## src/common/iccm_pkg.sv

```systemverilog
//**************************************************************************
// Shared sizes and the address type of the 1 KiB instruction CCM.
// The memory is four word-interleaved banks of 64 rows, each word holding
// 32 data bits and 7 check bits. Modules pull these in with a wildcard
// import in their headers.
//**************************************************************************

package iccm_pkg;

   //**************************************************************************
   // Bank geometry
   //**************************************************************************
   localparam int num_banks  = 4;
   localparam int bank_idx_w = 2;
   localparam int row_w      = 6;
   localparam int bank_rows  = 64;

   // Word widths
   localparam int word_w  = 39;       // Data plus check bits
   localparam int data_w  = 32;
   localparam int dword_w = 78;       // Two stored words
   localparam int rd_w    = 64;       // Two data parts

   //**************************************************************************
   // Addressing
   //**************************************************************************
   localparam int addr_w = 9;         // Halfword address, byte bits 9 to 1
   localparam int tag_w  = 8;         // Word address

   localparam logic [1:0] size_dword = 2'b11;

   // Redundant rows for failing locations
   localparam int num_red = 2;

   // Halfword address seen by bank control and by the redundancy tags
   typedef union packed {
      struct packed {
         logic [row_w-1:0]      row;
         logic [bank_idx_w-1:0] bank;
         logic                  half;
      } bank_view;
      struct packed {
         logic [tag_w-1:0] tag;     // Row and bank together
         logic             half;
      } tag_view;
   } iccm_addr_u;

endpackage

```

## src/iccm/iccm_sram_bank.sv

```systemverilog
//**************************************************************************
// Behavioral single-port synchronous SRAM bank, 64 rows of 39 bits.
// A write or a read happens when me is set. The read register keeps its
// value while the bank is idle or writing.
//**************************************************************************
`timescale 1ns/1ps

module iccm_sram_bank
   import iccm_pkg::*;
(
   input  logic              clk,
   input  logic              me,       // Macro enable
   input  logic              we,
   input  logic [row_w-1:0]  row,
   input  logic [word_w-1:0] wdata,
   output logic [word_w-1:0] rdata
);

   logic [word_w-1:0] mem [bank_rows];

   always_ff @(posedge clk) begin
      if (me) begin
         if (we) begin
            mem[row] <= wdata;
         end else begin
            rdata <= mem[row];   // Registered read
         end
      end
   end

endmodule

```

## config.mk

```make
export PLATFORM = sky130hd
export DESIGN_NAME = iccm_sram_bank
export DESIGN_NICKNAME = d
export VERILOG_FILES = /design/src/common/iccm_pkg.sv /design/src/iccm/iccm_sram_bank.sv
export SDC_FILE = /design/constraint.sdc
export NUM_CORES = 2
export LEC_CHECK = 0
export BUFFER_PORTS_ARGS = -buffer_cell sky130_fd_sc_hd__buf_2
export CAP_MARGIN = 20
export CORE_MARGIN = 4
export CORE_UTILIZATION = 55
export DETAILED_ROUTE_END_ITERATION = 8
export PLACE_DENSITY_LB_ADDON = 0.08
export RECOVER_POWER = 50
export SLEW_MARGIN = 5
export SYNTH_ARGS = -nofsm -noshare
export SYNTH_HDL_FRONTEND = slang
export SYNTH_SLANG_ARGS = --single-unit
```

## constraint.sdc

```tcl
create_clock -name clk -period 3.8 [get_ports clk]
set_input_delay 0.38 -clock clk [delete_from_list [all_inputs] [get_ports clk]]
set_output_delay 0.38 -clock clk [all_outputs]
set_load 0.005 [all_outputs]
```

==> results.tsv <==
metric	value	unit
n_fill_cell	12200	
max_cap_viol_count	47	
postCtsResizedCells	0	
dpl_cell_area	102000	um2
hold_start	row[0]	
whs_endpoint	rdata[37]$_DFFE_PP_	
grt_usage	30.2	%
clock_path_buffers	4	
clk_latency	0.92	ns
setup_viol	0	
hold_class	in2reg	
synth_nets	5251	
worstMarginPinSlew	3.76	ns
async_flop_share	0	%
ys.warnings.count	0	
rrSetupSlack	0.99	ns
timing.final.crit_share	84.4	%
regToRegEndpoint	rdata[25]$_DFFE_PP_	
cts_setup_buffers	0	
powerDensity	536	nW/um2
finalCriticalPeriod	3.21	ns
leakagePower	34.9	nW
ff2ff_path_depth	6	
ys_types	50	
final_area	110000	um2
violations	max-capacitance violations, max-slew violations	
dp_hpwl	160000	um
p_sw	0.0126	W
post_drt_wl_per_cell	34.0	um
place_congestion	0.845	
required	4.39	ns
route.detailed.drc	0	
die_h	426	um
vias_per_cell	6.70	
clock.fmax	312	MHz
initial_utilization	55.3	%
grt_max_degree	164	
htreeDepth	5	
cts_tree	built	
final_common_cell	edfxtp_1	
dp.cells	7578	
synthCells	5203	
synth_flop_cell	edfxtp_1	
seqPwrFrac	52.6	%
numCtsBuffers	277	
root_buffer	clkbuf_16	
portBuffers	86	
drt_pass1_iterations	7	
overflow	0	
drive_gt1_share	18.2	%
die_area	182000	um2
combPwrFrac	5.2	%
clk_pin_slew_worst_paths	0.06	ns
crit_arrival	3.80	ns
outcome	finished with violations	
sw_frac_of_total	21.4	%
crit_path_end_kind	register	
holdPathStages	4	
reg2reg_from	mem[14][25]$_DFFE_PP_	
drt_iter0_drc	7506	
area_delta_synth_final	14.4	%
holdWs	0.201	ns
skew	0.0323	ns
final_cell_mix	edfxtp_1, a22oi_1, clkbuf_16	
intPower	0.0464	W
stdcell_count	8089	
netlist_area	96300	um2
final-max-slew-violation-count	1767	
hold_violations	0	
critPathKind	in2reg	
syn-mean-instance-area	18.5	um2
vias	54200	
drt_wl_total	275000	um
critPathLaunchType	primary input	
ir_drop	0.441	mV
cp_max_fo	41	
detail-route-antenna-nets	0	
p_clk_share	42.3	%
slew_headroom	-151	%
nets	5612	
grt_pass1_vias	52300	
rsz0062_at_grt	no	
antenna_found_initial	23	
coreArea	174000	um2
synth_edf_count	2535	
num_rows	153	
cts_sinks	2535	
grt_first_pass_wirelength	391000	um
ios	87	
synth.yosys.seq_area_share	79.0	%
fp.dieW	426	um
ys_ff_latch	2535	
## final cells by class
cell class / instances / area (um2) / area share [%]
Sequential cell: 2535 / 76100 / 69.1
Tap cell: 2325 / 2910 / 2.64
Clock inverter: 132 / 931 / 0.845
Inverter: 2 / 12.5 / 0.0114
Antenna cell: 4 / 10.0 / 0.00909
Clock buffer: 343 / 7330 / 6.65
Multi-Input combinational cell: 2289 / 19000 / 17.3
Timing Repair Buffer: 459 / 3800 / 3.45
## Yosys cell counts, types with 19 or more instances
library cell / instances / area, um2
a211oi_1: 87 / 653
a21oi_1: 181 / 906
a221o_1: 19 / 190
a221oi_1: 166 / 1450
a222oi_1: 38 / 380
a22o_1: 74 / 648
a22oi_1: 384 / 2880
buf_1: 40 / 150
buf_2: 116 / 581
clkbuf_1: 197 / 739
edfxtp_1: 2535 / 76100
mux2_2: 146 / 1640
mux2i_1: 240 / 2400
mux4_2: 118 / 2660
nand2_1: 65 / 244
nor2_1: 229 / 860
nor3_1: 58 / 290
o211ai_1: 20 / 150
o21ai_0: 97 / 485
o22ai_1: 198 / 1240
or4_1: 36 / 270
## kinds of logic (layout without fill, tap and decap cells)
logic type,Yosys count,count (layout),synth area share [%]
flip-flops,2535,2535,79.0
AO/OA/AOI/OAI,1340,1340,10.0
multiplexers,505,505,6.97
AND/OR/NAND/NOR,444,444,2.18
buffers and inverters,379,936,1.77
other,0,4,0
## metal layers
layer  wire length, um  up-vias  track usage [%]
li1                  -    22500                -
met1            112000    28100             45.5
met2            125000     3183             45.1
met3             30100      446             6.58
met4              7470        4             8.37
met5                24        -                0
## power by group through the flow
stage | Sequential [W] | Clock (W) | Combinational [W]
3_5_place_dp | 0.0316 | 0 | 0.00303
5_1_grt | 0.0310 | 0.0265 | 0.00321
2_1_floorplan | 0.0315 | 0 | 0.00144
3_3_place_gp | 0.0316 | 0 | 0.00298
4_1_cts | 0.0310 | 0.0252 | 0.00304
6_report | 0.0310 | 0.0249 | 0.00305
## flip-flops by register name, summed over array words and instances (netlist names)
signal / count
mem: 2496
rdata: 39
## worst max-delay path, cell delays in order
cell and delay [ns]:
dlygate4sd3_1 0.52, clkbuf_1 0.31, clkbuf_1 1.87, clkbuf_1 0.68
## per-stage QoR
stage	utilization [%]	setup slack, ns	power [W]	TNS, ns
2_1_floorplan	-	-0.155	0.0330	-77.41
3_3_place_gp	58.5	-0.0413	0.0345	-0.0413
3_5_place_dp	58.6	-0.0436	0.0346	-0.0436
4_1_cts	63.4	0.937	0.0592	0
5_1_grt	63.3	0.400	0.0607	0
6_report	63.3	0.594	0.0590	0
## how the worst max path moves through the flow
stage	startpoint	slack (ns)	endpoint	cells after the start
6_report	wdata[10]	0.59	mem[5][10]$_DFFE_PP_	4
5_1_grt	wdata[28]	0.40	mem[53][28]$_DFFE_PP_	3
4_1_cts	row[1]	0.94	rdata[25]$_DFFE_PP_	9
3_5_place_dp	row[1]	-0.04	rdata[25]$_DFFE_PP_	9
3_3_place_gp	row[1]	-0.04	rdata[25]$_DFFE_PP_	9
2_1_floorplan	row[0]	-0.15	mem[0][0]$_DFFE_PP_	8
## repair_timing
item	in CTS	in global routing
endpoints found under the hold margin	171	143
hold buffers	9	11
endpoints found under the setup margin	0	0
No activity file was read; power rests on OpenSTA's default activity.
