--- config.mk ---
export PLATFORM = sky130hd
export DESIGN_NAME = iccm_rd_align
export DESIGN_NICKNAME = d
export VERILOG_FILES = /design/src/common/iccm_pkg.sv /design/src/iccm/iccm_rd_align.sv
export SDC_FILE = /design/constraint.sdc
export NUM_CORES = 1
export LEC_CHECK = 0
export BUFFER_PORTS_ARGS = -buffer_cell sky130_fd_sc_hd__buf_2
export CORE_AREA = 2 2 158 160
export DETAILED_ROUTE_END_ITERATION = 10
export DIE_AREA = 0 0 160 162
export PLACE_DENSITY = 0.69
export SLEW_MARGIN = 0
export SYNTH_ARGS = -nofsm -noshare
export SYNTH_HDL_FRONTEND = slang
export SYNTH_SLANG_ARGS = --single-unit
export TNS_END_PERCENT = 30
--- constraint.sdc ---
create_clock -name clk -period 2 [get_ports clk]
set_clock_uncertainty 0.1 [all_clocks]
set_input_delay 0.1 -clock clk [delete_from_list [all_inputs] [get_ports clk]]
set_output_delay 0.1 -clock clk [all_outputs]
set_load 0.02 [all_outputs]
--- src/common/iccm_pkg.sv ---
//**************************************************************************
// Shared sizes and the address type of the 1 KiB instruction CCM.
// The memory is four word-interleaved banks of 64 rows, each word holding
// 32 data bits and 7 check bits. Modules pull these in with a wildcard
// import in their headers.
//**************************************************************************

package iccm_pkg;

   //**************************************************************************
   // Bank geometry
   //**************************************************************************
   localparam int num_banks  = 4;
   localparam int bank_idx_w = 2;
   localparam int row_w      = 6;
   localparam int bank_rows  = 64;

   // Word widths
   localparam int word_w  = 39;       // Data plus check bits
   localparam int data_w  = 32;
   localparam int dword_w = 78;       // Two stored words
   localparam int rd_w    = 64;       // Two data parts

   //**************************************************************************
   // Addressing
   //**************************************************************************
   localparam int addr_w = 9;         // Halfword address, byte bits 9 to 1
   localparam int tag_w  = 8;         // Word address

   localparam logic [1:0] size_dword = 2'b11;

   // Redundant rows for failing locations
   localparam int num_red = 2;

   // Halfword address seen by bank control and by the redundancy tags
   typedef union packed {
      struct packed {
         logic [row_w-1:0]      row;
         logic [bank_idx_w-1:0] bank;
         logic                  half;
      } bank_view;
      struct packed {
         logic [tag_w-1:0] tag;     // Row and bank together
         logic             half;
      } tag_view;
   } iccm_addr_u;

endpackage

--- src/iccm/iccm_rd_align.sv ---
//**************************************************************************
// Read alignment. Remembers which banks a read touched, swaps in redundant
// words on a hit and builds the raw and the halfword-aligned outputs.
// Outputs follow the bank registers with no added delay.
//**************************************************************************
`timescale 1ns/1ps

module iccm_rd_align
   import iccm_pkg::*;
(
   input  logic                              clk,
   input  logic                              rst_n,
   input  logic                              rden,
   input  iccm_addr_u                        rw_addr,
   input  iccm_addr_u                        addr_inc,
   input  logic [num_banks-1:0][word_w-1:0]  bank_rdata,
   input  logic [num_red-1:0][num_banks-1:0] red_hit_q,
   input  logic [num_red-1:0][word_w-1:0]    red_data,
   output logic [rd_w-1:0]                   rd_data,
   output logic [dword_w-1:0]                rd_data_ecc
);

   logic [bank_idx_w-1:0]             lo_bank_q;   // Bank of rw_addr
   logic [bank_idx_w-1:0]             hi_bank_q;   // Bank of addr_inc
   logic                              half_q;
   logic [num_banks-1:0][word_w-1:0]  bank_fn;
   logic [rd_w-1:0]                   rd_pre;

   always_ff @(posedge clk) begin
      if (!rst_n) begin
         lo_bank_q <= '0;
         hi_bank_q <= '0;
         half_q    <= 1'b0;
      end else if (rden) begin
         lo_bank_q <= rw_addr.bank_view.bank;
         hi_bank_q <= addr_inc.bank_view.bank;
         half_q    <= rw_addr.bank_view.half;
      end
   end

   // Redundant rows override the bank word
   for (genvar b = 0; b < num_banks; b++) begin : g_bank
      assign bank_fn[b] = red_hit_q[1][b] ? red_data[1] :
                          red_hit_q[0][b] ? red_data[0] :
                                            bank_rdata[b];
   end

   assign rd_data_ecc = {bank_fn[hi_bank_q], bank_fn[lo_bank_q]};

   //*************************************************************************
   // Data parts only, shifted down a halfword when needed
   //*************************************************************************
   assign rd_pre  = {bank_fn[hi_bank_q][data_w-1:0], bank_fn[lo_bank_q][data_w-1:0]};
   assign rd_data = half_q ? (rd_pre >> (data_w / 2)) : rd_pre;   // Zero fill on top

endmodule

==> results.py <==
metrics = {
    "power_and_ir_drop": {
        "ir_drop_mv": 0.3187,
        "powerDensity_mw_per_mm2": 403.1,
        "leakage_nw": 4.950,
        "finalPower_mw": 4.108,
    },
    "global_route": {
        "grt_max_degree": 37,
        "grt_antenna_before_repair": 1,
        "grt_util_all_layers_pct": 23.68,
        "grt_pass1_wl_mm": 48.02,
        "grt.overflow.total": 0,
        "grt_pass1_vias": 8412,
    },
    "sta": {
        "tightest_slew_ns": 0.4893,
        "setup_viol": 1,
        "rsz0062_at_grt": "true",
        "period_needed_ns": 2.047,
        "setup_ws_ns": -0.04666,
        "slew_viol_final": 0,
        "fmax_ghz": 0.4886,
        "fin_tns_setup_ns": -0.04666,
        "period_share_pct": 102.3,
        "maxSlewHeadroom_pct": 67.38,
        "hold_viol_final": 0,
    },
    "synth": {
        "synth_top_family_by_area": "multiplexers",
        "synthCells": 738,
        "synth_area_leader_cell": "mux4_2",
        "synth_top_area_share_pct": 25.03,
        "synthAdderAreaFrac_pct": 0,
        "synth_area_mm2": 0.007019,
        "synth-seq-cells": 5,
        "synth-simple-area-share_pct": 5.704,
        "ys_seq_area_share_pct": 1.426,
        "synth.mux.area_fraction_pct": 71.09,
        "yosysWarnings": 0,
        "synth_xor_area_share_pct": 0,
        "synthTopCellsByArea": "mux4_2 25%, mux2i_1 23%, mux2_2 21%",
        "syn-num-nets": 1001,
        "syn_avg_cell_area_um2": 9.511,
        "synth-compound-area-share_pct": 11.69,
        "synthDistinctLibCells": 22,
    },
    "clock_network": {
        "cts_tree": "yes",
        "ctsHoldBuffers": 0,
        "cts_buffer_depth": 2,
        "cts_buffers": 3,
        "h-tree-depth": 1,
        "cts-root-buf": "clkbuf_16",
        "clock-sinks": 5,
        "cts.clk_slew.worst_paths_ns": 0.03,
        "clk_latency_ns": 0.23,
    },
    "routing": {
        "routed_via_density": 5.619,
        "drt-wirelength-per-cell_um": 22.85,
        "via_count": 8153,
        "drt_pre_antenna_iters": 5,
        "drc": 0,
        "drt_iter0_markers": 577,
        "antenna_left": 0,
        "drt-total-wl_mm": 33.15,
    },
    "finish": {
        "utilization_pct": 42.28,
        "fillers": 2382,
        "layout-drive-gt1-share_pct": 61.19,
        "fin_nets": 1390,
        "final_cells": 1451,
        "syn2layout_area_growth_pct": 45.19,
    },
    "setup_path": {
        "cp_max_fo": 10,
        "critical_path_required_ns": 1.80,
        "worstSetupPathType": "flip-flop to primary output",
        "start_kind": "flip-flop",
        "end_kind": "primary output",
        "arrival_ns": 1.85,
    },
    "floorplan": {
        "dieHeight_um": 162,
        "start_util_pct": 29.12,
        "die_area_mm2": 0.02592,
        "core-area_mm2": 0.02411,
        "ios": 405,
        "rows": 57,
        "fp.dieW_um": 160,
    },
    "outcome": {
        "violations": "setup timing",
        "status": "finished with violations",
    },
    "place": {
        "gp_congestion": 0.9389,
        "dp_hpwl_mm": 25.80,
        "place_inst": 1420,
        "port_buffers": 391,
        "place_ws_ns": 0.02887,
    },
    "min_path": {
        "hp-class": "input pin to flip-flop",
    },
    "flow_run": {
        "maxCapViolCount": 0,
    },
}
[critical path, cell delays in order (launching register included)]
cell	delay [ns]
dfxtp_4	0.41
buf_12	0.18
mux4_2	0.62
mux2i_2	0.22
buf_4	0.18
[repair_timing]
| action | CTS | global route |
|---|---|---|
| resized for setup | 33 | 31 |
| setup buffers | 11 | 11 |
| gates cloned | 1 | 3 |
| pin swaps | 0 | 0 |
| endpoints found under the setup margin | 34 | 40 |
[through the flow]
step,cell area [um2],hold slack (ns)
4_1_cts,9915,0.03589
5_1_grt,10190,0.05675
2_1_floorplan,7019,0.1282
3_5_place_dp,9609,0.2681
6_report,10190,0.03693
3_3_place_gp,9609,0.2596
[final cells by class]
cell class,count,area (um2),share of cell area (%)
Antenna cell,1,2.502,0.02455
Sequential cell,5,113.9,1.117
Inverter,66,255.2,2.505
Multi-Input combinational cell,589,6275,61.57
Clock buffer,4,78.83,0.7735
Timing Repair Buffer,462,3060,30.03
Tap cell,324,405.4,3.978
[final timing paths]
kind / startpoint / to / slack (ns) / depth (start not counted)
worst max-delay path: lo_bank_q[0]$_SDFFE_PN0P_ / rd_data[14] / -0.05 / 4
worst min register to register: half_q$_SDFFE_PN0P_ / half_q$_SDFFE_PN0P_ / 0.64 / 3
worst min-delay path: addr_inc[1] / hi_bank_q[0]$_SDFFE_PN0P_ / 0.04 / 3
worst max register to register: hi_bank_q[0]$_SDFFE_PN0P_ / hi_bank_q[0]$_SDFFE_PN0P_ / 0.91 / 4
[placed cells by master (no fill, tap or decap)]
cell         n
mux2i_2      3
buf_12      31
inv_8        1
nand2_1     29
dfxtp_2      2
o221ai_1    10
nand2b_1    32
buf_8        1
inv_2        1
o21ai_0     52
diode_2      1
clkbuf_16    6
mux2_2     128
mux2_1      16
mux4_2      78
buf_4       64
buf_2      358
mux2i_4      1
o211ai_1    32
nor2_2       1
mux2i_1    157
nor2b_1      5
a211o_1     16
o21ai_1      8
bufbuf_16    1
nor2_1      15
inv_1       64
dfxtp_4      3
buf_6        4
o221ai_2     6
clkbuf_1     1
[routing by layer]
layer  GRT usage [%]  part of all wire [%]
met5               0                     0
met1           27.21                    37
met4           9.009                   4.0
met2           44.31                    51
met3           3.550                   7.6
[kinds of logic after synthesis]
kind of cell / Yosys count
and+or+nand+nor: 82
DFF: 5
buffers and inverters: 144
muxes: 383
AOI/OAI and AO/OA: 124
[registers in the layout, summed over array words and instances (netlist names)]
| name | flops |
|---|---|
| lo_bank_q | 2 |
| half_q | 1 |
| hi_bank_q | 2 |
[power breakdown]
group / leakage (nW) / switching [mW] / internal, mW
combinational: 4.87 / 2.00 / 1.65
clock: 0.0382 / 0.0696 / 0.265
sequential: 0.0440 / 0.0125 / 0.106
[cells in the mapped netlist]
master      n
mux2i_1   161
mux2_2    128
mux4_2     78
inv_1      65
o21ai_0    54
nand2b_1   32
o211ai_1   32
nand2_1    29
buf_2      26
clkbuf_1   22
buf_4      19
a211o_1    16
mux2_1     16
nor2_1     16
o221ai_1   16
o21ai_1     6
dfxtp_1     5
nor2b_1     5
buf_1       4
buf_6       4
buf_8       3
inv_2       1
No activity file was read; power rests on OpenSTA's default activity.
