### config.mk
export PLATFORM = sky130hd
export DESIGN_NAME = iccm_redundancy
export DESIGN_NICKNAME = d
export VERILOG_FILES = /design/src/common/iccm_pkg.sv /design/src/redundancy/iccm_redundancy.sv
export SDC_FILE = /design/constraint.sdc
export NUM_CORES = 1
export LEC_CHECK = 0
export ABC_AREA = 1
export ABC_CLOCK_PERIOD_IN_PS = 6700
export BUFFER_PORTS_ARGS = -buffer_cell sky130_fd_sc_hd__buf_4
export CAP_MARGIN = 0
export CELL_PAD_IN_SITES_DETAIL_PLACEMENT = 1
export CELL_PAD_IN_SITES_GLOBAL_PLACEMENT = 1
export CORE_MARGIN = 3
export CORE_UTILIZATION = 37
export CTS_BUF_LIST = sky130_fd_sc_hd__clkbuf_2 sky130_fd_sc_hd__clkbuf_4 sky130_fd_sc_hd__clkbuf_8
export CTS_CLUSTER_SIZE = 8
export DETAILED_ROUTE_END_ITERATION = 10
export PLACE_DENSITY = 0.89
export SLEW_MARGIN = 30
export SYNTH_ARGS = -nofsm -noshare
export SYNTH_HDL_FRONTEND = slang
export SYNTH_SLANG_ARGS = --single-unit
### constraint.sdc
create_clock -name clk -period 6.7 [get_ports clk]
set_input_delay 1.34 -clock clk [delete_from_list [all_inputs] [get_ports clk]]
set_output_delay 1.34 -clock clk [all_outputs]
set_load 0.01 [all_outputs]
### src/common/iccm_pkg.sv
//**************************************************************************
// Shared sizes and the address type of the 1 KiB instruction CCM.
// The memory is four word-interleaved banks of 64 rows, each word holding
// 32 data bits and 7 check bits. Modules pull these in with a wildcard
// import in their headers.
//**************************************************************************

package iccm_pkg;

   //**************************************************************************
   // Bank geometry
   //**************************************************************************
   localparam int num_banks  = 4;
   localparam int bank_idx_w = 2;
   localparam int row_w      = 6;
   localparam int bank_rows  = 64;

   // Word widths
   localparam int word_w  = 39;       // Data plus check bits
   localparam int data_w  = 32;
   localparam int dword_w = 78;       // Two stored words
   localparam int rd_w    = 64;       // Two data parts

   //**************************************************************************
   // Addressing
   //**************************************************************************
   localparam int addr_w = 9;         // Halfword address, byte bits 9 to 1
   localparam int tag_w  = 8;         // Word address

   localparam logic [1:0] size_dword = 2'b11;

   // Redundant rows for failing locations
   localparam int num_red = 2;

   // Halfword address seen by bank control and by the redundancy tags
   typedef union packed {
      struct packed {
         logic [row_w-1:0]      row;
         logic [bank_idx_w-1:0] bank;
         logic                  half;
      } bank_view;
      struct packed {
         logic [tag_w-1:0] tag;     // Row and bank together
         logic             half;
      } tag_view;
   } iccm_addr_u;

endpackage

### src/redundancy/iccm_redundancy.sv
//**************************************************************************
// Two redundant word rows that stand in for failing bank locations.
// A correction cycle loads the row named by the LRU bit, later writes to
// the same word keep it current. Hit flags per bank are registered on
// reads and steer the read path.
//**************************************************************************
`timescale 1ns/1ps

module iccm_redundancy
   import iccm_pkg::*;
(
   input  logic                              clk,
   input  logic                              rst_n,
   input  logic                              rden,
   input  logic                              wren,
   input  iccm_addr_u                        rw_addr,
   input  iccm_addr_u                        addr_inc,
   input  logic [2:0]                        wr_size,
   input  logic [dword_w-1:0]                wr_data,
   input  logic                              buf_correct_ecc,
   input  logic                              correction_state,
   output logic [num_red-1:0][num_banks-1:0] red_hit_q,
   output logic [num_red-1:0][word_w-1:0]    red_data
);

   logic [num_red-1:0]                 red_valid;
   logic [num_red-1:0][tag_w-1:0]      red_tag;
   logic                               red_lru;    // Row to replace next

   logic [num_red-1:0][num_banks-1:0]  red_hit;
   logic [num_red-1:0]                 red_alloc;
   logic [num_red-1:0]                 red_refresh;
   logic [num_red-1:0][word_w-1:0]     red_data_in;
   logic                               is_dword;
   logic                               lru_en;
   logic                               lru_in;

   assign is_dword = (wr_size[1:0] == size_dword);

   for (genvar r = 0; r < num_red; r++) begin : g_row

      //***********************************************************************
      // Row update
      //***********************************************************************
      assign red_alloc[r] = buf_correct_ecc & (red_lru == 1'(r));

      // Same double-word pair, and same word unless the write covers both
      assign red_refresh[r] = wren & red_valid[r] &
                              (rw_addr.tag_view.tag[tag_w-1:1] == red_tag[r][tag_w-1:1]) &
                              ((rw_addr.tag_view.tag[0] == red_tag[r][0]) | is_dword);

      // Corrected word always sits in the lower half
      assign red_data_in[r] = (~red_alloc[r] & red_tag[r][0]) ? wr_data[dword_w-1:word_w]
                                                              : wr_data[word_w-1:0];

      always_ff @(posedge clk) begin
         if (!rst_n) begin
            red_valid[r] <= 1'b0;
         end else if (red_alloc[r]) begin
            red_valid[r] <= 1'b1;
         end
      end

      always_ff @(posedge clk) begin
         if (red_alloc[r]) begin
            red_tag[r] <= rw_addr.tag_view.tag;
         end
         if (red_alloc[r] | red_refresh[r]) begin
            red_data[r] <= red_data_in[r];
         end
      end

      //***********************************************************************
      // Tag match per bank, through either address
      //***********************************************************************
      for (genvar b = 0; b < num_banks; b++) begin : g_bank
         assign red_hit[r][b] = red_valid[r] &
            (((rw_addr.tag_view.tag == red_tag[r]) &
              (rw_addr.bank_view.bank == bank_idx_w'(b))) |
             ((addr_inc.tag_view.tag == red_tag[r]) &
              (addr_inc.bank_view.bank == bank_idx_w'(b))));
      end
   end

   // Flip after each correction, or point away from a row hit mid-correction
   assign lru_en = buf_correct_ecc | ((|red_hit) & rden & correction_state);
   assign lru_in = buf_correct_ecc ? ~red_lru : (|red_hit[0]);

   always_ff @(posedge clk) begin
      if (!rst_n) begin
         red_lru <= 1'b0;
      end else if (lru_en) begin
         red_lru <= lru_in;
      end
   end

   // Hit flags line up with the bank read data
   always_ff @(posedge clk) begin
      if (!rst_n) begin
         red_hit_q <= '0;
      end else if (rden) begin
         red_hit_q <= red_hit;
      end
   end

endmodule

==> run_results.csv <==
group,metric,value,unit
synthesis,synth-edff-count,94,
synthesis,synthArstFlopShare,0,%
sta,finalMaxSlewViolations,0,
layout,layout-drive-gt1-share,32.1,%
clocking,cts_max_level,3,
grt,grt_pass1_vias,4649,
floorplan,die_w,121,um
grt,grt.overflow.total,0,
layout,area_growth,37.0,%
sta,min_period,2980,ps
clocking,clk_path_buf_depth,2,
synthesis,synth_top_flop_cell,"edfxtp_1",
setup_path,critPathTopFamily,"buffers and inverters",
placed_design,portBuffers,187,
sta,relSlewSlack,51.1,%
route,wirelength,15200,um
sta,setup_violations,0,
floorplan,coreArea,12700,sq um
setup_path,end_kind,"flip-flop",
setup_path,slowest_delay,570,ps
synthesis,yosysTopAreaCell,"edfxtp_1",
sta,tns,0,ps
route,drt-pass1-iter-count,4,
power,vdd_ir_drop_max,0.119,mV
layout,final_net_count,802,
outcome,outcome,"complete, no violations",
layout,nFillCells,1514,
sta,finalWorstSetupSlack,3720,ps
route,wl_per_cell,17.4,um
route,drt_iter0_markers,220,
setup_path,path_cells,"buf_4 > inv_2 > nor2_2 > inv_1 > nand2_2 > buf_4 > o21ai_0",
synthesis,syn_area,4870,sq um
clocking,clkTransAtPathRegs,100,ps
route,drc_errors,0,
synthesis,synth.area.top_cells,"edfxtp_1, nand2_1, o21ai_0",
setup_path,cpMostUsedCell,"buf_4",
synthesis,synth_top_area_share,58.0,%
power,power.density,212,nW/um^2
clocking,clock_sinks,105,
layout,utilization,52.5,%
route,vias_per_cell,4.92,
sta,finalCritPeriodShare,44.5,%
clocking,cts_hold_buf,0,
floorplan,num_io_pins,191,
sta,worstMarginPinSlew,734,ps
clocking,insertion_delay,380,ps
floorplan,die_area,14600,sq um
min_path,min_path_type,"reg2reg",
clocking,cts_buffers,9,
synthesis,ys_warn_count,0,
route,drtAntennaViolNets,0,
floorplan,fp-row-count,41,
grt,grt_usage,20.6,%
synthesis,synthMostInstantiatedCell,"nand2_1",
clocking,tritoncts,"yes",
sta,timing_hold_violations_final,0,
synthesis,synth_cell_types,22,
placed_design,post-dp-hpwl,11600,um
synthesis,ys_ff_latch,105,
synthesis,syn_area_per_cell,9.49,sq um
layout,n_antenna_cell,0,
flow_run,cap_violations,0,
synthesis,yosys-top-cells-count,"nand2_1, edfxtp_1, o21ai_0",
route,route.vias.total,4303,
setup_path,critical_path.startpoint_type,"primary input",
floorplan,initial_utilization,38.3,%
synthesis,syn_inst,513,
placed_design,gp_congestion,0.916,
sta,rsz0062_at_grt,"false",
setup_path,worstPathRequired,6800,ps
placed_design,dp_cells,858,
grt,grt_pass1_wl,23200,um
grt,grt_max_degree,79,
setup_path,crit_slowest_cell,"buf_4",
power,power_leakage,3.05,nW
placed_design,place_ws,2950,ps
synthesis,synth-seq-area-share,62.5,%
layout,final_cells,874,
floorplan,die_h,121,um
setup_path,crit_type,"in2reg",
grt,antenna_found_initial,0,
setup_path,critPathArrivalTime,3080,ps
clocking,cts_root_buf,"clkbuf_8",
sta,fin_skew,13.8,ps
sta,max_freq,336,MHz
clocking,cts_resized,0,
setup_path,path_buf_inv,4,
setup_path,critPathMaxFanout,78,
synthesis,syn_nets,618,
clocking,post_cts_buffers,0,
==> stage by stage <==
stage | total power, mW | instance area, sq um | hold WS (ps)
detailed placement | 1.02 | 6470 | 520
finish | 1.41 | 6670 | 539
CTS | 1.43 | 6670 | 538
global route | 1.48 | 6670 | 555
floorplan | 0.891 | 4870 | 509
global placement | 1.01 | 6470 | 513
==> sequential cells by signal, summed over array words and instances, names as in the netlist <==
signal     cells
red_hit_q      8
red_lru        1
red_valid      2
red_tag       16
red_data      78
==> power breakdown <==
part / switching, mW / internal (mW)
Combinational: 0.127 / 0.106
Clock: 0.222 / 0.185
Sequential: 0.0152 / 0.760
==> kinds of logic (layout without fill, tap and decap cells) <==
logic type / Yosys count / in the layout / synth area share (%)
XOR/XNOR: 19 / 19 / 3.42
buffers and inverters: 82 / 271 / 6.55
flip-flops: 105 / 105 / 62.5
AO/OA/AOI/OAI: 100 / 100 / 10.4
AND/OR/NAND/NOR: 207 / 207 / 17.2
==> worst reg2reg max path, stage by stage (launching register included) <==
cell and delay, ps:
edfxtp_1 440, xnor2_1 180, nand2_1 80, nor2_1 340, nand2_1 170, o21ai_4 140
buf_4 500
==> cell usage in the layout (no fill, tap or decap), types with 2 or more instances in the layout <==
cell type  netlist  routed
o21ai_1         10      10
buf_4            2     191
nand3_1         18      18
o21ai_4          0       2
nand2_1        161     159
dfxtp_1         11      11
nor2_2           6       7
nor2_1          17      16
clkbuf_8         0       9
nand2_2          3       5
inv_1           63      63
edfxtp_1        94      94
o21ai_0         78      76
clkbuf_4         0       2
xnor2_1         19      19
a21oi_1         10      10
==> per-layer routing <==
layer | share of wire, % | vias to the layer above | routed length (um) | global-route usage [%]
met5 | 0 | - | 0 | 0
met3 | 6.2 | 34 | 940 | 5.47
met4 | 3.8 | 0 | 583 | 10.3
met1 | 36 | 2071 | 5450 | 21.6
met2 | 54 | 152 | 8190 | 37.6
li1 | - | 2046 | - | -
==> final cells by class <==
cell class	instances	area (sq um)	share of cell area, %
Clock buffer	11	139	2.08
Clock inverter	5	63.8	0.956
Inverter	64	240	3.60
Multi-Input combinational cell	326	1540	23.1
Sequential cell	105	3040	45.6
Tap cell	172	215	3.22
Timing Repair Buffer	191	1430	21.5
==> worst paths after layout <==
kind,cells after the start,slack (ps),start,endpoint
worst max-delay path,7,3720,buf_correct_ecc,red_data[3]
worst min-delay path,2,540,red_hit_q[3],red_hit_q[3]
worst max register to register,6,4470,red_tag[11],red_data[44]
worst min register to register,2,540,red_hit_q[3],red_hit_q[3]
(Power assumes the default switching activity.)
