## src/common/iccm_pkg.sv

```systemverilog
//**************************************************************************
// Shared sizes and the address type of the 1 KiB instruction CCM.
// The memory is four word-interleaved banks of 64 rows, each word holding
// 32 data bits and 7 check bits. Modules pull these in with a wildcard
// import in their headers.
//**************************************************************************

package iccm_pkg;

   //**************************************************************************
   // Bank geometry
   //**************************************************************************
   localparam int num_banks  = 4;
   localparam int bank_idx_w = 2;
   localparam int row_w      = 6;
   localparam int bank_rows  = 64;

   // Word widths
   localparam int word_w  = 39;       // Data plus check bits
   localparam int data_w  = 32;
   localparam int dword_w = 78;       // Two stored words
   localparam int rd_w    = 64;       // Two data parts

   //**************************************************************************
   // Addressing
   //**************************************************************************
   localparam int addr_w = 9;         // Halfword address, byte bits 9 to 1
   localparam int tag_w  = 8;         // Word address

   localparam logic [1:0] size_dword = 2'b11;

   // Redundant rows for failing locations
   localparam int num_red = 2;

   // Halfword address seen by bank control and by the redundancy tags
   typedef union packed {
      struct packed {
         logic [row_w-1:0]      row;
         logic [bank_idx_w-1:0] bank;
         logic                  half;
      } bank_view;
      struct packed {
         logic [tag_w-1:0] tag;     // Row and bank together
         logic             half;
      } tag_view;
   } iccm_addr_u;

endpackage

```

## src/iccm/iccm_bank_ctrl.sv

```systemverilog
//**************************************************************************
// Combinational bank control. Finds the second address of an access,
// enables the one or two banks it touches and hands each bank its row and
// its half of the write data.
//**************************************************************************
`timescale 1ns/1ps

module iccm_bank_ctrl
   import iccm_pkg::*;
(
   input  logic                              rden,
   input  logic                              wren,
   input  iccm_addr_u                        rw_addr,
   input  logic [2:0]                        wr_size,
   input  logic [dword_w-1:0]                wr_data,
   output iccm_addr_u                        addr_inc,
   output logic [num_banks-1:0]              bank_we,
   output logic [num_banks-1:0]              bank_me,
   output logic [num_banks-1:0][row_w-1:0]   bank_row,
   output logic [num_banks-1:0][word_w-1:0]  bank_wdata
);

   logic [1:0]           addr_step;
   logic [num_banks-1:0] sel_first;
   logic [num_banks-1:0] sel_second;

   // Double words step two halfwords, everything else one
   assign addr_step = (wr_size[1:0] == size_dword) ? 2'd2 : 2'd1;
   assign addr_inc  = iccm_addr_u'(rw_addr + addr_w'(addr_step));

   for (genvar i = 0; i < num_banks; i++) begin : g_bank
      assign sel_first[i]  = (rw_addr.bank_view.bank == bank_idx_w'(i));
      assign sel_second[i] = (addr_inc.bank_view.bank == bank_idx_w'(i));

      assign bank_we[i] = wren & (sel_first[i] | sel_second[i]);
      assign bank_me[i] = (wren | rden) & (sel_first[i] | sel_second[i]);

      // Carry into the next row when the second word wraps past bank 3
      assign bank_row[i] = (sel_second[i] & ~sel_first[i]) ? addr_inc.bank_view.row
                                                            : rw_addr.bank_view.row;

      // Even banks take the lower word, odd banks the upper
      if (i % 2 == 0) begin : g_even
         assign bank_wdata[i] = wr_data[word_w-1:0];
      end else begin : g_odd
         assign bank_wdata[i] = wr_data[dword_w-1:word_w];
      end
   end

endmodule

```

## config.mk

```make
export PLATFORM = sky130hd
export DESIGN_NAME = iccm_bank_ctrl
export DESIGN_NICKNAME = d
export VERILOG_FILES = /design/src/common/iccm_pkg.sv /design/src/iccm/iccm_bank_ctrl.sv
export SDC_FILE = /design/constraint.sdc
export NUM_CORES = 1
export LEC_CHECK = 0
export ABC_AREA = 1
export BUFFER_PORTS_ARGS = -buffer_cell sky130_fd_sc_hd__buf_2
export CORE_AREA = 2 2 112 114
export DETAILED_ROUTE_END_ITERATION = 10
export DIE_AREA = 0 0 114 116
export PLACE_DENSITY = 0.51
export SYNTH_ARGS = -nofsm -noshare
export SYNTH_HDL_FRONTEND = slang
export SYNTH_SLANG_ARGS = --single-unit
```

## constraint.sdc

```tcl
create_clock -name vclk -period 2.87
set_input_delay 0.574 -clock vclk [all_inputs]
set_output_delay 0.574 -clock vclk [all_outputs]
set_load 0.005 [all_outputs]
```

==> results of run 1 <==
[synth_stat cells]
library cell,instances
sky130_fd_sc_hd__buf_4,156
sky130_fd_sc_hd__nand2_1,58
sky130_fd_sc_hd__inv_1,19
sky130_fd_sc_hd__nand3_1,13
sky130_fd_sc_hd__nor2_1,13
sky130_fd_sc_hd__nand2_2,7
sky130_fd_sc_hd__o21ai_0,7
sky130_fd_sc_hd__clkbuf_1,6
sky130_fd_sc_hd__inv_2,4
sky130_fd_sc_hd__nand3_2,4
sky130_fd_sc_hd__nor2_4,4
sky130_fd_sc_hd__and2_1,2
sky130_fd_sc_hd__buf_6,2
sky130_fd_sc_hd__ha_1,2
sky130_fd_sc_hd__nor2_2,2
sky130_fd_sc_hd__fa_1,1
sky130_fd_sc_hd__nand2_4,1
sky130_fd_sc_hd__nand4_1,1
sky130_fd_sc_hd__xor2_2,1
[worst paths after layout]
| check | end | slack [ns] | depth (start not counted) |
|---|---|---|---|
| worst max-delay path | bank_row[10] | 0.09 | 10 |
| worst min-delay path | bank_wdata[102] | 1.15 | 0 |
[power by group through the flow]
stage / Combinational [W] / Clock, W / Sequential (W)
finish: 0.000263 / 0 / 0
global route: 0.000295 / 0 / 0
CTS: 0.000255 / 0 / 0
detailed placement: 0.000244 / 0 / 0
global placement: 0.000244 / 0 / 0
floorplan: 0.000309 / 0 / 0
[through the flow]
| stage | instance area (sq um) | setup TNS, ns | std cells |
|---|---|---|---|
| final | 1257 | 0 | 347 |
| after detailed placement | 1170 | -0.09797 | 344 |
| after floorplan | 1902 | 0 | 303 |
| after CTS | 1200 | 0 | 345 |
| after global routing | 1257 | 0 | 347 |
| after global placement | 1170 | -0.1102 | 344 |
[logic make-up after synthesis]
group           count (synthesis)  synth area share [%]
compound gates                  7                 1.842
xor+xnor                        1                0.8555
fa+ha+maj                       3                 2.368
buf+inv                       187                 68.49
simple gates                  105                 26.45
[layout make-up]
cell class	count	area (sq um)	area share, %
multi-input cells	116	639.4	50.85
repair buffers	61	347.8	27.66
well taps	147	183.9	14.63
inverters	23	86.33	6.866
[what timing repair did]
action,in CTS,in global routing
resized for setup,3,7
buffers inserted,1,2
pin swaps,1,6
endpoints found under the setup margin,5,15
[critical path, delay by kind of cell]
| kind | cells | cell delay, ns |
|---|---|---|
| adders and majority gates | 2 | 0.80 |
| and+or+nand+nor | 5 | 0.54 |
| buffers and inverters | 3 | 0.29 |
[layer usage]
| metal | GRT usage, % | up-vias | part of all wire (%) |
|---|---|---|---|
| met5 | 0 | - | 0 |
| met4 | 3.577 | 0 | 5.1 |
| met3 | 2.563 | 39 | 13 |
| met2 | 8.690 | 62 | 47 |
| met1 | 5.107 | 466 | 35 |
| li1 | - | 544 | - |
==> results, run 1 <==
- For the pin with the worst max-slew slack, the measured transition is around 0.27 ns.
- The most frequent standard cell in the layout excluding fill and tap cells is sky130_fd_sc_hd__nand2_1.
- Summed over all layers, the routed wires come to between 3000 and 4000 um.
- The critical path's largest stage delay is between 0.6 and 0.7 ns.
- In this run the tool buffered the top-level ports with 54 buffer cells.
- The number of remaining DRC errors is 0.
- The floorplan core area is 0.01191 sq mm.
- The count of unique library cells instantiated by Yosys is 19.
- The relative slew slack is around four fifths.
- The number of global-route vias before repair is 1052.
- In this run the worst hold path is classified as input port to output pin.
- The die height is around 120 um.
- The area growth from synthesis to layout is -33.88%.
- The starting DRC count in detailed routing is 50.
- The fraction of the yosys area taken by sequential cells is 0%.
- For this design the total switching power over the nets is 0.0001501 W.
- Summing every instance area after synthesis gives 0.001902 sq mm.
- The worst path uses a little over nine tenths of the clock period.
- The final sequential cell count is 0.
- The launch instance of the worst min-delay path is wr_data[24].
- Sequential cells account for 0% of the total power.
- During synthesis, Yosys emitted a total of 0 warnings.
- The total number of placement rows is 40.
- The largest net degree at the start of global routing is 12.
- The critical path is of the input port to output pin type.
- In the final routed layout, each cell accounts on average for between 10 and 15 um.
- The final design utilization is about a tenth.
- IR analysis of the VDD net gives a maximum drop of ~0.038 mV.
- Yosys attributes the largest share of cell area to sky130_fd_sc_hd__buf_4 (62%), sky130_fd_sc_hd__nand2_1 (11%), sky130_fd_sc_hd__inv_1 (3.8%).
- The sequential cells in the finished layout cover a total of 0 sq um.
- The detailed placer's ending HPWL is roughly 3300 um.
- Each instance of the synthesized netlist takes up on average 6.277 sq um.
- Tracing the worst setup path back leads to its startpoint at wr_size[0].
- In this run, the clock network consumes 0% of the power.
- The run finished with clean final reports.
- The routed layout has about 1100 vias.
- The number of nets at the end of the flow is 297.
- The largest total area in the synthesized netlist belongs to sky130_fd_sc_hd__buf_4.
- The worst setup slack after layout is 0.08855 ns.
- The final count of hold timing violations was 0.
- The library cells used most frequently in the layout, excluding fill and tap cells, are sky130_fd_sc_hd__nand2_1 (57), sky130_fd_sc_hd__buf_2 (52), sky130_fd_sc_hd__inv_1 (19), sky130_fd_sc_hd__nor2_1 (13), sky130_fd_sc_hd__nand3_1 (12).
- The number of standard cells after synthesis is between 300 and 400.
- The count of nets left with antenna violations once routing finished came out at 0.
- The clock period could shrink to roughly 2.8 ns.
- The most prevalent standard cell on the critical path is sky130_fd_sc_hd__nand2_1.
- The startpoint kind of the worst setup timing path is an input port.
- The first global-routing pass estimated about 5500 um of wire.
- The number of antenna violations at the first check in global routing was 0.
- The post-route worst hold slack is 1.148 ns.
- The count of clock buffers in the final design is 0.
- Traced cell by cell, the critical path runs through buf_6, nand2_4, ha_4, fa_2, nand3_4, nor2_4, inv_2, nand2_1, nand2_1, buf_2.
- The critical path data arrival time is roughly 2.2 ns.
- The peak fanout along the critical path is 8.
- In this run the count of I/O pins placed on the die edge is roughly 290.
- At the end of routability-driven placement, the weighted congestion stood at between 0.7 and 0.8.
- The proportion of netlist area held by the largest area contributor is between 60% and 70%.
- The analysis attributes to cell leakage a power of ~0.7 nW.
- The number of nets produced by synthesis is 398.
- For this design, the slowest cell found on the critical path is sky130_fd_sc_hd__fa_2.
- The number of antenna diodes in the final layout is 0.
- The cell-internal power is between 0.0001 and 0.00015 W.
- The total power is between 0.0002 and 0.0003 W.
- The die covers 0.01322 sq mm.
- From left edge to right edge, the die measures about 110 um.
- The global-route congestion overflow total is 0.
- Per report_power, the combinational group accounts for 100.0% of the total.
- Before CTS, the worst setup slack after placement is -0.04419 ns.
- Setup repair after global routing left no endpoint under its margin.
- The cell area power density is ~210 mW/mm^2.
- The final-report max-slew violation count is 0.
- The pre-antenna-repair detailed-routing pass consisted of 3 iterations.
- Across the run, the number of max-cap violations was 0.
- The kind of capture point of the worst setup path is an output pin.
- Global routing used approximately 5.2% of the available tracks across all layers.
- Of the cells placed in the final design, the portion with a size suffix greater than 1 is a little over two fifths.
- The routed via count divided by cell count is 3.202.
- The initial standard-cell utilization of the core is between 10% and 20%.
- The endpoint required time on the critical path is around 2.3 ns.
- The number of setup violations in the final report is 0.
- The maximum achievable frequency is ~360 MHz.
- Net switching is between 50% and 60% of the power.
- The hold buffer count at CTS is 0.
- The layout has about 1400 filler cells.
No activity file was read; power rests on OpenSTA's default activity.
==> inputs of run 2 (changes only) <==
Settings changed: CORE_AREA 2 2 112 114 to 2 2 111 113, DIE_AREA 0 0 114 116 to 0 0 113 115, PLACE_DENSITY 0.51 to 0.54.
Clock period 2.87 ns to 2.3 ns, I/O delays scaled along.
==> run 2 against run 1 <==
  * The run now ends with design-rule violations, negative setup slack left
  * Critical path depth grew 1
  * Via count is 7.5% higher
  * Die area shrank 1.7%
  * Critical path type unchanged
  * Highest routed layer unchanged
==> results, run 2 (same netlist as run 1, synthesis figures left out) <==
- The critical path's largest stage delay is 0.48 ns (-0.15 ns).
- The endpoint required time on the critical path was 1.84 ns (-0.46 ns).
- The critical path is of the input port to output pin type.
- The largest net degree at the start of global routing is 12 (unchanged).
- The number of vias in the routed layout is 1194 (+7.5%).
- The worst hold path begins at wr_data[22].
- The transition time of the tightest slew-check pin is 0.3191 ns (+0.04643 ns).
- The critical path data arrival time is 1.99 ns (-0.22 ns).
- The worst setup slack after layout was -0.1493 ns (-0.2379 ns).
- The switching part of the total was 54.75% (-2.2 points).
- The number of global-route vias before repair came to 1194 (+13%).
- After layout, the minimum clock period comes to ~2.4 ns.
- The cell area power density is 260.0 mW/mm^2 (+24%).
- The die area is 0.01300 sq mm (-1.7%).
- In the layout the commonest cells are sky130_fd_sc_hd__nand2_1 (54), sky130_fd_sc_hd__buf_2 (49), sky130_fd_sc_hd__inv_1 (16), sky130_fd_sc_hd__nor2_1 (13), sky130_fd_sc_hd__buf_4 (12).
- The first-pass GRT wire length is 5975 um (+8.9%).
- The number of antenna violations at the first check in global routing is 0 (unchanged).
- The summed area of non-filler cells in the final layout came to 0.001431 sq mm (+14%).
- The total number of placement rows is 40 (unchanged).
- The fraction of layout instances using a drive strength above 1 is 52.40% (+8.4 points).
- The critical path goes through buf_6, nand2_4, ha_4, fa_2, inv_2, nand3_4, nor2_4, inv_2, nand2_1, nand2_1, buf_2.
- The number of detailed-route iterations in the first pass was 9 (+6).
- The area growth from synthesis to layout is -24.74%.
- The largest vdd supply drop is 0.04935 mV (+32%).
- The post-placement cell area is 0.001230 sq mm (+5.1%).
- The post-route non-filler standard cell count is 355 (+2.3%).
- The number of buffer cells added on primary ports was 54 (unchanged).
- After layout, the worst path uses 106.5% of the clock period.
- The number of remaining DRC errors came to 18 (+18).
- The share of total power in the clock network is 0% (unchanged).
- The cell-internal power was 0.0001684 W (+49%).
- The flow ran to the end, but the final reports show violations.
- The static leakage power is 0.7515 nW (+9.2%).
- The worst setup path is launched from an input port.
- The hold buffer count at CTS is 0 (unchanged).
- The flip-flop and latch area was 0 sq um (unchanged).
- The antenna diode count is 0 (unchanged).
- The floorplan core area was 0.01181 sq mm (-0.84%).
- The I/O pin count came to 289 (unchanged).
- The routed via count divided by cell count was 3.363 (+5.0%).
- The count of clock buffers in the final design is 0 (unchanged).
- The total of max-cap violations came to 0 (unchanged).
- The worst hold path endpoint is bank_wdata[100].
- The number of nets with antenna violations after routing was 0 (unchanged).
- The final-report max-slew violation count is 0 (unchanged).
- The path class of the tightest hold or removal check is input port to output pin.
- The peak fanout along the critical path came to 8 (unchanged).
- The cell with the largest stage delay on the worst path is sky130_fd_sc_hd__fa_2.
- The cell depth of the worst hold path is 0 (unchanged).
- The total detailed-routing wirelength came to 4174 um (+7.2%).
- The total global-route track usage is 5.648% (+0.44 points).
- The width of the chip is 113 um (-0.88%).
- The initial standard-cell utilization of the core is 16.10% (+0.14 points).
- The number of buffers and inverters on the critical path is 4 (+1).
- The final count of hold timing violations is 0 (unchanged).
- The die height is 115 um (-0.86%).
- The global-route congestion overflow total is 0 (unchanged).
- Setup repair after global routing could not meet its margin everywhere.
- The final design utilization is 12.12% (+1.6 points).
- The starting DRC count in detailed routing was 51 (+2.0%).
- The instance count after placement with tap cells included is 352 (+2.3%).
- The post-route setup TNS is -2.482 ns (-2.482 ns).
- The number of nets at the end of the flow is 305 (+2.7%).
- The kind of capture point of the worst setup path is an output pin.
- The final sequential cell count is 0 (unchanged).
- The relative slew slack is 78.73% (-3.1 points).
- The net load switching power is 0.0002037 W (+36%).
- The setup slack after placement came to -0.3053 ns (-0.2611 ns).
- The number of setup violations in the final report was 26 (+26).
- The cell family contributing the most delay on the critical path is adder cells.
- The share of total power in combinational logic is 100.0% (about the same).
- The detailed placer's ending HPWL is 3578 um (+8.5%).
- The checks that failed: design-rule violations, negative setup slack.
- The last weighted congestion value of the routability-driven placer is 0.7597 (+5.9%).
- The most frequent standard cell in the layout excluding fill and tap cells is sky130_fd_sc_hd__nand2_1.
- The portion of total power attributed to sequential cells came to 0% (unchanged).
- The average wire length per cell after detail routing is 11.76 um (+4.8%).
- Static timing analysis puts the maximum clock frequency at between 400 and 500 MHz.
run 2: power by group through the flow:
| stage | clock (W) | sequential [W] | combinational, W |
|---|---|---|---|
| floorplan | 0 | 0 | 0.000386 |
| global placement | 0 | 0 | 0.000318 |
| detailed placement | 0 | 0 | 0.000320 |
| CTS | 0 | 0 | 0.000361 |
| global route | 0 | 0 | 0.000416 |
| finish | 0 | 0 | 0.000372 |
run 2: how the worst max path moves through the flow:
stage	end	startpoint	slack [ns]	cells after the start
after floorplan	bank_row[2]	wr_size[0]	0.07	9
final	bank_row[3]	wr_size[0]	-0.15	11
after global routing	bank_row[3]	wr_size[0]	-0.24	11
after detailed placement	bank_row[4]	wr_size[0]	-0.31	11
after global placement	bank_row[4]	wr_size[0]	-0.28	11
after CTS	bank_row[8]	wr_size[0]	-0.17	10
run 2: per-stage QoR:
stage,total power [W],hold slack [ns]
after floorplan,0.0003861,0.9824
after global placement,0.0003185,0.9201
after detailed placement,0.0003196,0.9201
after CTS,0.0003608,0.9201
after global routing,0.0004158,0.9200
final,0.0003721,0.9200
run 2: repair_timing:
action,4_1_cts,5_1_grt
pin swaps,11,13
endpoints found under the setup margin,30,29
resized for setup,26,16
buffers inserted,2,1
run 2: cell type report:
cell class	instances	area (sq um)
Timing Repair Buffer	69	425.4
Multi-Input combinational cell	116	733.2
Tap cell	147	183.9
Inverter	23	88.84
Fill cell	1417	10380
run 2: routing by layer:
metal,vias up,global-route usage [%],wire length (um)
li1,566,-,-
met1,500,4.774,1259
met2,97,10.42,2123
met3,31,2.319,580
met4,0,4.553,210
met5,-,0,0
